`src/rtl/imm_extract.svh`:
```
`ifndef IMM_EXTRACT_SVH
`define IMM_EXTRACT_SVH

// data immediate, inst[4:0] and inst[31:25] never take part
function automatic logic [31:0] inst_to_data_imm(
    input logic [31:0]           inst,
    input decode_pkg::imm_type_t imm_type
);
    logic [31:0] imm;
    case (imm_type)
        decode_pkg::IMM_S12: imm = {{20{inst[21]}}, inst[21:10]};
        decode_pkg::IMM_S20: imm = {{12{inst[24]}}, inst[24:5]};   // lu12i.w, shifted in ALU
        decode_pkg::IMM_U5:  imm = {27'b0, inst[14:10]};           // shift amount
        default:             imm = {20'b0, inst[21:10]};           // u12 logical ops
    endcase
    return imm;
endfunction

// address immediate for load/store offsets and branch targets
function automatic logic [31:0] inst_to_addr_imm(
    input logic [31:0]                inst,
    input decode_pkg::addr_imm_type_t addr_imm_type
);
    logic [31:0] imm;
    case (addr_imm_type)
        decode_pkg::ADDR_S12: imm = {{20{inst[21]}}, inst[21:10]};
        decode_pkg::ADDR_S16: imm = {{14{inst[25]}}, inst[25:10], 2'b00};
        // s26 keeps its upper ten bits in inst[9:0]
        default:              imm = {{4{inst[9]}}, inst[9:0], inst[25:10], 2'b00};
    endcase
    return imm;
endfunction

`endif

```
`src/rtl/decode_pkg.sv`:
```
package decode_pkg;

    localparam int ISSUE_WIDTH = 2;                          // slots per fetch packet
    localparam int QUEUE_DEPTH = 2;                          // fetch queue entries
    localparam int QPTR_W      = $clog2(QUEUE_DEPTH);
    localparam int QCNT_W      = $clog2(QUEUE_DEPTH + 1);
    localparam int REG_ID_W    = 5;                          // 32 architectural GPRs
    localparam int EXC_W       = 4;                          // fetch exception code

    localparam logic [1:0] MSIZE_WORD = 2'd2;                // byte=0, half=1, word=2

    // read-register source, anything but zero counts as a register need
    typedef enum logic [2:0] {
        REG_ZERO = 3'd0,
        REG_RD   = 3'd1,
        REG_RJ   = 3'd2,
        REG_RK   = 3'd3,
        REG_IMM  = 3'd4
    } reg_sel_t;

    typedef enum logic [1:0] {
        WREG_NONE = 2'd0,
        WREG_RD   = 2'd1,
        WREG_RJ   = 2'd2,
        WREG_R1   = 2'd3   // link register, bl only
    } wreg_sel_t;

    typedef enum logic [1:0] {
        IMM_S12 = 2'd0,
        IMM_S20 = 2'd1,    // inst[24:5]
        IMM_U5  = 2'd2,
        IMM_U12 = 2'd3
    } imm_type_t;

    typedef enum logic [1:0] {
        ADDR_S12 = 2'd0,   // load/store offset, no shift
        ADDR_S16 = 2'd1,   // conditional branch and jirl, <<2
        ADDR_S26 = 2'd2    // bl, <<2
    } addr_imm_type_t;

    typedef enum logic [3:0] {
        ALU_ADD  = 4'd0,
        ALU_SUB  = 4'd1,
        ALU_AND  = 4'd2,
        ALU_OR   = 4'd3,
        ALU_XOR  = 4'd4,
        ALU_SLT  = 4'd5,
        ALU_SLL  = 4'd6,
        ALU_LUI  = 4'd7,
        ALU_MUL  = 4'd8,
        ALU_NONE = 4'd9
    } alu_op_t;

    typedef enum logic [1:0] {
        UNIT_ALU    = 2'd0,
        UNIT_MDU    = 2'd1,
        UNIT_LSU    = 2'd2,
        UNIT_BRANCH = 2'd3
    } unit_t;

    typedef struct packed {
        logic [31:0]                              pc;            // 8-byte aligned
        logic [ISSUE_WIDTH-1:0]                   mask;
        logic [ISSUE_WIDTH-1:0][31:0]             insts;
        logic [ISSUE_WIDTH-1:0]                   predict_taken;
        logic [ISSUE_WIDTH-1:0][EXC_W-1:0]        fetch_exc;
    } fetch_pkt_t;

    // per-slot result of basic_decoder
    typedef struct packed {
        logic [31:0]    inst;
        reg_sel_t       r0;
        reg_sel_t       r1;
        wreg_sel_t      w;
        imm_type_t      imm_type;
        addr_imm_type_t addr_imm_type;
        alu_op_t        alu_op;
        unit_t          unit;
        logic           mem_write;
        logic [1:0]     mem_size;
        logic           mem_signed;
        logic           break_inst;
        logic           syscall_inst;
        logic           decode_err;
    } decode_info_t;

    typedef struct packed {
        logic [ISSUE_WIDTH-1:0]                   r_valid;
        logic [ISSUE_WIDTH-1:0][31:0]             pc;
        logic [2*ISSUE_WIDTH-1:0][REG_ID_W-1:0]   r_arfid;       // two reads per slot
        logic [ISSUE_WIDTH-1:0][REG_ID_W-1:0]     w_arfid;
        logic [2*ISSUE_WIDTH-1:0]                 reg_need;
        logic [2*ISSUE_WIDTH-1:0]                 use_imm;
        logic [ISSUE_WIDTH-1:0]                   w_reg;
        logic [ISSUE_WIDTH-1:0]                   w_mem;
        logic [ISSUE_WIDTH-1:0][31:0]             data_imm;
        logic [ISSUE_WIDTH-1:0][31:0]             addr_imm;
        alu_op_t [ISSUE_WIDTH-1:0]                op;
        unit_t [ISSUE_WIDTH-1:0]                  unit;
        logic [ISSUE_WIDTH-1:0][1:0]              msize;
        logic [ISSUE_WIDTH-1:0]                   msigned;
        logic [ISSUE_WIDTH-1:0]                   break_inst;
        logic [ISSUE_WIDTH-1:0]                   syscall_inst;
        logic [ISSUE_WIDTH-1:0]                   is_branch;
        logic [ISSUE_WIDTH-1:0]                   decode_err;
        logic [ISSUE_WIDTH-1:0]                   predict_taken;
        logic [ISSUE_WIDTH-1:0][EXC_W-1:0]        fetch_exc;
    } rename_pkt_t;

endpackage

```
`src/rtl/basic_decoder.sv`:
```
`timescale 1ns/10ps

module basic_decoder (
    input  logic [31:0]              inst,
    output decode_pkg::decode_info_t info
);

    import decode_pkg::*;

    always_comb begin
        // defaults describe an instruction with no operands and no side effects
        info               = '0;
        info.inst          = inst;
        info.r0            = REG_ZERO;
        info.r1            = REG_ZERO;
        info.w             = WREG_NONE;
        info.imm_type      = IMM_U12;
        info.addr_imm_type = ADDR_S12;
        info.alu_op        = ALU_NONE;
        info.unit          = UNIT_ALU;

        casez (inst[31:15])
            // three-register group, minor opcode sits in inst[19:15]
            17'b00000000000100000, 17'b00000000000100010, 17'b00000000000100100,
            17'b00000000000101001, 17'b00000000000101010, 17'b00000000000101011,
            17'b00000000000111000: begin
                info.r0 = REG_RJ;
                info.r1 = REG_RK;
                info.w  = WREG_RD;
                case (inst[19:15])
                    5'b00000: info.alu_op = ALU_ADD;
                    5'b00010: info.alu_op = ALU_SUB;
                    5'b00100: info.alu_op = ALU_SLT;
                    5'b01001: info.alu_op = ALU_AND;
                    5'b01010: info.alu_op = ALU_OR;
                    5'b01011: info.alu_op = ALU_XOR;
                    default: begin  // mul.w
                        info.alu_op = ALU_MUL;
                        info.unit   = UNIT_MDU;
                    end
                endcase
            end
            17'b00000000001010100: info.break_inst   = 1'b1;
            17'b00000000001010110: info.syscall_inst = 1'b1;
            17'b00000000010000001: begin  // slli.w
                info.r0       = REG_RJ;
                info.r1       = REG_IMM;
                info.w        = WREG_RD;
                info.imm_type = IMM_U5;
                info.alu_op   = ALU_SLL;
            end
            17'b0000001010???????: begin  // addi.w
                info.r0       = REG_RJ;
                info.r1       = REG_IMM;
                info.w        = WREG_RD;
                info.imm_type = IMM_S12;
                info.alu_op   = ALU_ADD;
            end
            17'b0000001110???????: begin  // ori
                info.r0       = REG_RJ;
                info.r1       = REG_IMM;
                info.w        = WREG_RD;
                info.imm_type = IMM_U12;
                info.alu_op   = ALU_OR;
            end
            17'b0001010??????????: begin  // lu12i.w
                info.r0       = REG_IMM;
                info.w        = WREG_RD;
                info.imm_type = IMM_S20;
                info.alu_op   = ALU_LUI;
            end
            17'b0010100010???????: begin  // ld.w
                info.r0         = REG_RJ;
                info.w          = WREG_RD;
                info.alu_op     = ALU_ADD;  // base + offset
                info.unit       = UNIT_LSU;
                info.mem_size   = MSIZE_WORD;
                info.mem_signed = 1'b1;
            end
            17'b0010100110???????: begin  // st.w, rd holds the store data
                info.r0        = REG_RJ;
                info.r1        = REG_RD;
                info.alu_op    = ALU_ADD;
                info.unit      = UNIT_LSU;
                info.mem_write = 1'b1;
                info.mem_size  = MSIZE_WORD;
            end
            17'b010011???????????: begin  // jirl
                info.r0            = REG_RJ;
                info.w             = WREG_RD;
                info.addr_imm_type = ADDR_S16;
                info.unit          = UNIT_BRANCH;
            end
            17'b010101???????????: begin  // bl
                info.w             = WREG_R1;
                info.addr_imm_type = ADDR_S26;
                info.unit          = UNIT_BRANCH;
            end
            17'b010110???????????, 17'b010111???????????: begin  // beq, bne
                info.r0            = REG_RJ;
                info.r1            = REG_RD;
                info.addr_imm_type = ADDR_S16;
                info.unit          = UNIT_BRANCH;
            end
            default: info.decode_err = 1'b1;  // outside the supported subset
        endcase
    end

endmodule

```
`src/rtl/decoder.sv`:
```
`timescale 1ns/10ps

module decoder (
    input  logic                    head_valid,
    output logic                    head_ready,
    input  decode_pkg::fetch_pkt_t  head_pkt,
    output logic                    out_valid,
    input  logic                    out_ready,
    output decode_pkg::rename_pkt_t out_pkt
);

    import decode_pkg::*;

`include "imm_extract.svh"

    decode_info_t infos [ISSUE_WIDTH];

    function automatic logic [REG_ID_W-1:0] read_id(
        input logic [31:0] inst,
        input reg_sel_t    sel
    );
        case (sel)
            REG_RD:  return inst[4:0];
            REG_RJ:  return inst[9:5];
            REG_RK:  return inst[14:10];
            default: return '0;  // zero and immediate both read r0
        endcase
    endfunction

    function automatic logic [REG_ID_W-1:0] write_id(
        input logic [31:0] inst,
        input wreg_sel_t   sel
    );
        case (sel)
            WREG_RD: return inst[4:0];
            WREG_RJ: return inst[9:5];
            WREG_R1: return REG_ID_W'(1);
            default: return '0;  // no write lands on r0
        endcase
    endfunction

    // purely combinational, so the handshake goes straight through
    assign out_valid  = head_valid;
    assign head_ready = out_ready;

    for (genvar i = 0; i < ISSUE_WIDTH; i++) begin : g_slot
        basic_decoder u_basic_decoder (
            .inst (head_pkt.insts[i]),
            .info (infos[i])
        );
    end

    always_comb begin
        out_pkt.r_valid       = head_pkt.mask;
        out_pkt.predict_taken = head_pkt.predict_taken;
        out_pkt.fetch_exc     = head_pkt.fetch_exc;
        for (int i = 0; i < ISSUE_WIDTH; i++) begin
            out_pkt.pc[i] = head_pkt.pc | 32'(i * 4);  // slot 1 sets bit 2

            out_pkt.r_arfid[2*i]   = read_id(infos[i].inst, infos[i].r0);
            out_pkt.r_arfid[2*i+1] = read_id(infos[i].inst, infos[i].r1);
            out_pkt.w_arfid[i]     = write_id(infos[i].inst, infos[i].w);

            out_pkt.reg_need[2*i]   = infos[i].r0 != REG_ZERO;
            out_pkt.reg_need[2*i+1] = infos[i].r1 != REG_ZERO;
            out_pkt.use_imm[2*i]    = infos[i].r0 == REG_IMM;
            out_pkt.use_imm[2*i+1]  = infos[i].r1 == REG_IMM;
            out_pkt.w_reg[i]        = infos[i].w != WREG_NONE;
            out_pkt.w_mem[i]        = infos[i].mem_write;

            out_pkt.data_imm[i] = inst_to_data_imm(infos[i].inst, infos[i].imm_type);
            out_pkt.addr_imm[i] = inst_to_addr_imm(infos[i].inst, infos[i].addr_imm_type);

            out_pkt.op[i]           = infos[i].alu_op;
            out_pkt.unit[i]         = infos[i].unit;
            out_pkt.msize[i]        = infos[i].mem_size;
            out_pkt.msigned[i]      = infos[i].mem_signed;
            out_pkt.break_inst[i]   = infos[i].break_inst;
            out_pkt.syscall_inst[i] = infos[i].syscall_inst;
            out_pkt.is_branch[i]    = infos[i].unit == UNIT_BRANCH;
            out_pkt.decode_err[i]   = infos[i].decode_err;
        end
    end

endmodule

```
`src/rtl/fetch_queue.sv`:
```
`timescale 1ns/10ps

module fetch_queue (
    input  logic                   clk,
    input  logic                   arst_n,
    input  logic                   in_valid,
    output logic                   in_ready,
    input  decode_pkg::fetch_pkt_t in_pkt,
    output logic                   head_valid,
    input  logic                   head_ready,
    output decode_pkg::fetch_pkt_t head_pkt
);

    import decode_pkg::*;

    fetch_pkt_t        entries [QUEUE_DEPTH];
    logic [QPTR_W-1:0] wr_ptr;
    logic [QPTR_W-1:0] rd_ptr;
    logic [QCNT_W-1:0] count;
    logic              push;
    logic              pop;

    function automatic logic [QPTR_W-1:0] next_ptr(input logic [QPTR_W-1:0] ptr);
        return (ptr == QPTR_W'(QUEUE_DEPTH - 1)) ? '0 : ptr + 1'b1;
    endfunction

    // ready from the count alone, no path from head_ready
    assign in_ready   = count != QCNT_W'(QUEUE_DEPTH);
    assign head_valid = count != '0;
    assign head_pkt   = entries[rd_ptr];

    assign push = in_valid & in_ready;
    assign pop  = head_valid & head_ready;

    always_ff @(posedge clk) begin
        if (push) begin
            entries[wr_ptr] <= in_pkt;
        end
    end

    always_ff @(posedge clk or negedge arst_n) begin
        if (!arst_n) begin
            wr_ptr <= '0;
            rd_ptr <= '0;
            count  <= '0;
        end else begin
            if (push) begin
                wr_ptr <= next_ptr(wr_ptr);
            end
            if (pop) begin
                rd_ptr <= next_ptr(rd_ptr);
            end
            case ({push, pop})
                2'b10:   count <= count + 1'b1;
                2'b01:   count <= count - 1'b1;
                default: count <= count;  // idle or push and pop together
            endcase
        end
    end

endmodule

```
`src/rtl/decode_stage.sv`:
```
`timescale 1ns/10ps

module decode_stage (
    input  logic                    clk,
    input  logic                    arst_n,
    input  logic                    in_valid,
    output logic                    in_ready,
    input  decode_pkg::fetch_pkt_t  in_pkt,
    output logic                    out_valid,
    input  logic                    out_ready,
    output decode_pkg::rename_pkt_t out_pkt
);

    import decode_pkg::*;

    logic       head_valid;
    logic       head_ready;
    fetch_pkt_t head_pkt;

    // one register stage on entry, decode itself adds no latency
    fetch_queue u_fetch_queue (
        .clk        (clk),
        .arst_n     (arst_n),
        .in_valid   (in_valid),
        .in_ready   (in_ready),
        .in_pkt     (in_pkt),
        .head_valid (head_valid),
        .head_ready (head_ready),
        .head_pkt   (head_pkt)
    );

    decoder u_decoder (
        .head_valid (head_valid),
        .head_ready (head_ready),
        .head_pkt   (head_pkt),
        .out_valid  (out_valid),
        .out_ready  (out_ready),
        .out_pkt    (out_pkt)
    );

endmodule

```
`config.mk`:
```
export PLATFORM = sky130hd
export DESIGN_NAME = decode_stage
export DESIGN_NICKNAME = d
export VERILOG_FILES = /design/src/rtl/decode_pkg.sv /design/src/rtl/basic_decoder.sv /design/src/rtl/decoder.sv /design/src/rtl/fetch_queue.sv /design/src/rtl/decode_stage.sv
export VERILOG_INCLUDE_DIRS = /design/src /design/src/rtl
export SDC_FILE = /design/constraint.sdc
export NUM_CORES = 1
export LEC_CHECK = 0
export BUFFER_PORTS_ARGS = -buffer_cell sky130_fd_sc_hd__buf_2
export CORE_ASPECT_RATIO = 1.1
export CORE_MARGIN = 2
export CORE_UTILIZATION = 53
export CTS_CLUSTER_SIZE = 30
export DETAILED_ROUTE_END_ITERATION = 10
export PLACE_DENSITY = 0.82
export SLEW_MARGIN = 20
export SYNTH_ARGS = -nofsm -noshare
export SYNTH_HDL_FRONTEND = slang
export SYNTH_HIERARCHICAL = 1
export SYNTH_SLANG_ARGS = --single-unit
```
`constraint.sdc`:
```
create_clock -name clk -period 13.8 [get_ports clk]
set_clock_uncertainty 0.2 [all_clocks]
set_input_delay 2.07 -clock clk [delete_from_list [all_inputs] [get_ports clk]]
set_output_delay 2.07 -clock clk [all_outputs]
set_load 0.02 [all_outputs]
```
-- Word level (Yosys, flattened, before mapping)
Memory sizes are Yosys's and may differ from the RTL's.
Index checks and enable logic that the tools add are counted.
- register bits: 4
- bits in writable memories: 216
- input port bits: 112
- output and inout port bits: 274
- memories kept: 1
- add/subtract/negate cells: 4
- equality and inequality tests: 81
- muxes and demuxes: 45
- bitwise logic cells: 2
- reduce and logical (&&, ||, !) cells: 36
- memories (memory ; depth ; width ; read ports ; clocked after memory_dff ; wr ports ; RTL line ; text):
    u_fetch_queue.entries ; 2 ; 108 ; 1 ; 0 ; 1 ; fetch_queue.sv:16 ; fetch_pkt_t entries [QUEUE_DEPTH];
- operators with widths (kind ; number):
    $eq 17x6->1 const B ; 14
    $pmux 32 s3 ; 2
    $pmux 32 s2 ; 2
    $pmux 5 s3 ; 6
    $eq 17x7->1 const B ; 4
    $eq 6x5->1 const B ; 8
    $pmux 4 s6 ; 2
    $eq 10x4->1 const B ; 4
    $eq 10x8->1 const B ; 4
    $pmux 4 s5 ; 2
    $reduce_or 19->1 ; 2
    $eq 17x8->1 const B ; 2
    $eq 5x4->1 const B ; 6
    $reduce_or 15->1 ; 2
    $reduce_or 13->1 ; 2
    $eq 3x2->1 const B ; 8
    $pmux 2 s3 ; 4
    $reduce_or 3->1 ; 8
    $pmux 2 s2 ; 5
    $eq 2x2->1 const B ; 9
    $pmux 3 s3 ; 2
    $mux 1 ; 16
    $eq 2x1->1 const B ; 7
    $eq 7x4->1 const B ; 2
    other kinds (19) ; 45

-- Depth between registers and ports, before layout
An unclocked memory read counts as a cell.
- depth in word-level cells: 6
- gate-level depth with buffers: 14
- gate-level depth less buffers: 9

-- Cells and area by module
Netlist, hierarchy kept.
- modules (own cells, without submodules) (module ; times used ; cells each ; area each (um2) ; sequential area each (um2)):
    fetch_queue ; 1 ; 353 ; 8013.9 ; 6586.3
    decoder ; 1 ; 378 ; 2822.7 ; 0.0
    basic_decoder ; 2 ; 122 ; 844.6 ; 0.0

-- Least setup slack after synthesis
OpenSTA, ideal clock, no wires.
- path kind: input to register
- start: input in_valid
- end: memory u_fetch_queue/entries[0][0] (netlist bit) (enable)
- arrival: 6664 ps
- data required time: 13024 ps
- slack: 6360 ps
- stages on the path: 2
- buffers on the path: 0
- cell sequence: nand2_1 > nor2_1
- word-level cells in the longest chain between the ends: 3
- RTL lines (element ; RTL line ; text):
    start: declaration ; decode_stage.sv:6 ; input logic in_valid,
    $and 1x1->1 ; fetch_queue.sv:32 ; assign push = in_valid & in_ready;
    $mux 1 ; fetch_queue.sv:36 ; if (push) begin
    $mux 1 (not written as such) ; fetch_queue.sv:37 ; entries[wr_ptr] <= in_pkt;
    end: declaration ; fetch_queue.sv:16 ;
Every way passes these cells.

==> key figures <==
Placed design
  • Worst slack at placement: 6770 ps
  • Placed inst area: 13400 sq um
  • Inst Count DP: between 1000 and 1500
  • DP Wirelength: between 20 and 25 mm
  • Final GP Congestion: just over 0.9
  • Port bufs: between 300 and 400

Cells and area
  • Area Growth Syn to Fin: 13.6%
  • # nets final: between 1000 and 1500
  • Multi-input logic area: 4300 sq um
  • FILL cells: 1778
  • Fin area: 14100 sq um
  • Layout cell share with drive strength beyond 1: 0.499
  • Reg area: ~6600 sq um
  • Cell Count, Final, Fillers Out: 1501

GRT
  • Gr usage total: 0.222
  • GR Overflow Total: 0
  • First-pass GRT wire length: approximately 43 mm
  • Pin count of the biggest net entering global routing: 75
  • Initial antenna violation count: 9
  • Vias in the first global route: ~8000

Die
  • Die footprint: between 20000 and 25000 sq um
  • Starting Density: 0.542
  • Num rows: between 50 and 60
  • Core footprint: 22900 sq um
  • Die Y-Extent: around 160 um
  • Die Wd: ~150 um
  • I/O pin cnt: 386

Clock tree
  • Max H-tree Level: 1
  • Clk_lat worst skew: ~500 ps
  • CTS resizes: 0
  • CTS Buf Count: 22
  • Root Buffer: clkbuf_16
  • CTS tree: yes
  • Clock-pin slew on the worst setup and hold paths: around 60 ps
  • Clk sinks: 220
  • Post-CTS Hold Fix Bufs: 0
  • CTS max path bufs: 3
  • Post-CTS Setup Inserts: 0

Routing
  • Vias: between 8000 and 9000
  • DR pass1 iterations: 4
  • Wire per inst: around 20 um
  • Routed Antenna Nets: 0
  • DR DRC count: 0
  • Initial DRC count: 520
  • DR vias/cell: between 5 and 6
  • Routed WL: just under 30 mm

Setup path
  • Critical-path maximum fanout: 39
  • End of the worst register-to-register path: u_fetch_queue/entries[1][32]
  • Most used cell, CP: buf_4
  • Kind of critical path: flip-flop to output port
  • Worst path slowest cell: dfrtp_4
  • CP Data Required Time: roughly 12000 ps
  • R2r setup slk: 11150 ps
  • Worst Path Arrival: between 5000 and 6000 ps
  • Crit path cell chain: buf_4 > buf_4 > mux2_2 > or4_4 > nor4_4 > a21oi_1 > buf_4 > nand2b_1 > a21oi_1 > buf_2
  • R2r startpoint: u_fetch_queue/count[0]
  • Element type at the critical path end: output port
  • Crit path launch type: flip-flop
  • Worst r2r path cells: 3
  • Delay of the slowest critical-path stage: 700 ps

Timing
  • Post-Route Setup TNS: 0 ps
  • Final setup vio count: 0
  • Final-report hold violation count: 0
  • Worst slew pin tran: slightly above 1000 ps
  • Fin. max-slew vios: 0
  • Worst setup margin: approximately 6200 ps
  • Slew headroom: 0.289
  • Crit share post-route: 0.551
  • Max Freq: around 130 MHz
  • Min Tclk post-route: about 7600 ps
  • RSZ-0062 raised after global routing: no

Synthesis
  • Average cell area after synthesis: roughly 13 sq um
  • Syn Std Cell Area: about 12000 sq um
  • Synthesized instance count: 963
  • Ys Warns: 6

Power
  • Net Sw Power: approximately 1.3 mW
  • Final Power: roughly 3.1 mW
  • Reg power frac: 0.309
  • Part of the power in combinational logic: 0.502
  • Maximum VDD drop: ~0.2 mV
  • Sw Share: 0.414
  • Leakage: a little under 6 nW
  • Cell internal pwr: about 1.8 mW
  • PwrDens: 222 nW/um^2
  • Clock power frac: 0.189

Run status
  • Status: complete, no violations

Hold path
  • HP Class: flip-flop to flip-flop
  • Hold EP: u_fetch_queue/count[1]
  • Hold Path Origin: u_fetch_queue/count[1]
  • Worst hold path stage count: 1

Flow run
  • MaxCap Viol Count: 0
==> worst max-delay path, delay by kind of cell (launching register included) <==
kind / cells / cell delay [ps]
buf+inv: 4 / 1620
simple gates: 3 / 1250
compound gates: 2 / 720
flops: 1 / 700
mux: 1 / 460
==> how the worst max path moves through the flow <==
| stage | startpoint | endpoint | slack (ps) | cells past startpoint |
|---|---|---|---|---|
| after floorplan | in_valid | u_fetch_queue/entries[0][0] | 6360 | 2 |
| after global placement | u_fetch_queue/rd_ptr | out_pkt[201] | 6910 | 10 |
| after detailed placement | u_fetch_queue/rd_ptr | out_pkt[126] | 6770 | 10 |
| after CTS | u_fetch_queue/rd_ptr | out_pkt[126] | 6260 | 10 |
| after global routing | u_fetch_queue/rd_ptr | out_pkt[130] | 5910 | 10 |
| final | u_fetch_queue/rd_ptr | out_pkt[126] | 6200 | 10 |
==> routing by layer <==
metal / track usage / vias up / wire [um] / part of all wire
li1: - / 3832 / - / -
met1: 0.266 / 3990 / 11300 / 0.39
met2: 0.389 / 366 / 14800 / 0.51
met3: 0.0406 / 76 / 2100 / 0.072
met4: 0.104 / 4 / 1040 / 0.036
met5: 0 / - / 29 / 0.00099
==> power by group through the flow <==
stage | Sequential (mW) | Clock (mW) | Combinational (mW)
final | 0.969 | 0.592 | 1.57
after global routing | 0.984 | 0.625 | 1.68
after global placement | 0.974 | 0 | 1.56
after floorplan | 0.972 | 0 | 1.37
after detailed placement | 0.983 | 0 | 1.57
after CTS | 0.971 | 0.606 | 1.57
==> state kept, by name, indices dropped and copies added (netlist names) <==
name,flops
u_fetch_queue/count,2
u_fetch_queue/entries,216
u_fetch_queue/rd_ptr,1
u_fetch_queue/wr_ptr,1
==> cells in the final DEF, fill, tap and decap left out, types with 5 or more instances in the layout <==
cell,n
edfxtp_1,216
buf_2,382
nor2_1,35
o32ai_1,12
conb_1,5
and2_1,8
clkbuf_16,23
or2_2,7
nor2b_1,9
nand3_1,7
inv_1,29
mux2i_1,61
nor3_1,6
a21o_1,14
diode_2,9
mux2_2,118
clkinv_1,5
nand2_1,29
or3_1,6
nand2b_1,16
buf_4,11
mux2_4,18
clkbuf_1,5
o21ai_0,5
xnor2_1,7
a21oi_1,38
a211oi_1,8
a22o_1,8
nor3b_1,10
==> cell type report <==
class,count,share of cell area
Sequential cell,220,0.467
Multi-Input combinational cell,509,0.304
Timing Repair Buffer,393,0.141
Clock buffer,28,0.0421
Tap cell,300,0.0266
Clock inverter,12,0.00966
Inverter,30,0.00797
Antenna cell,9,0.00159
==> through the flow <==
step / hold slack [ps] / utilization
floorplan: 256 / -
global placement: 280 / 0.583
global route: 325 / 0.616
detailed placement: 291 / 0.583
finish: 305 / 0.616
CTS: 306 / 0.615
(Power assumes the default switching activity.)
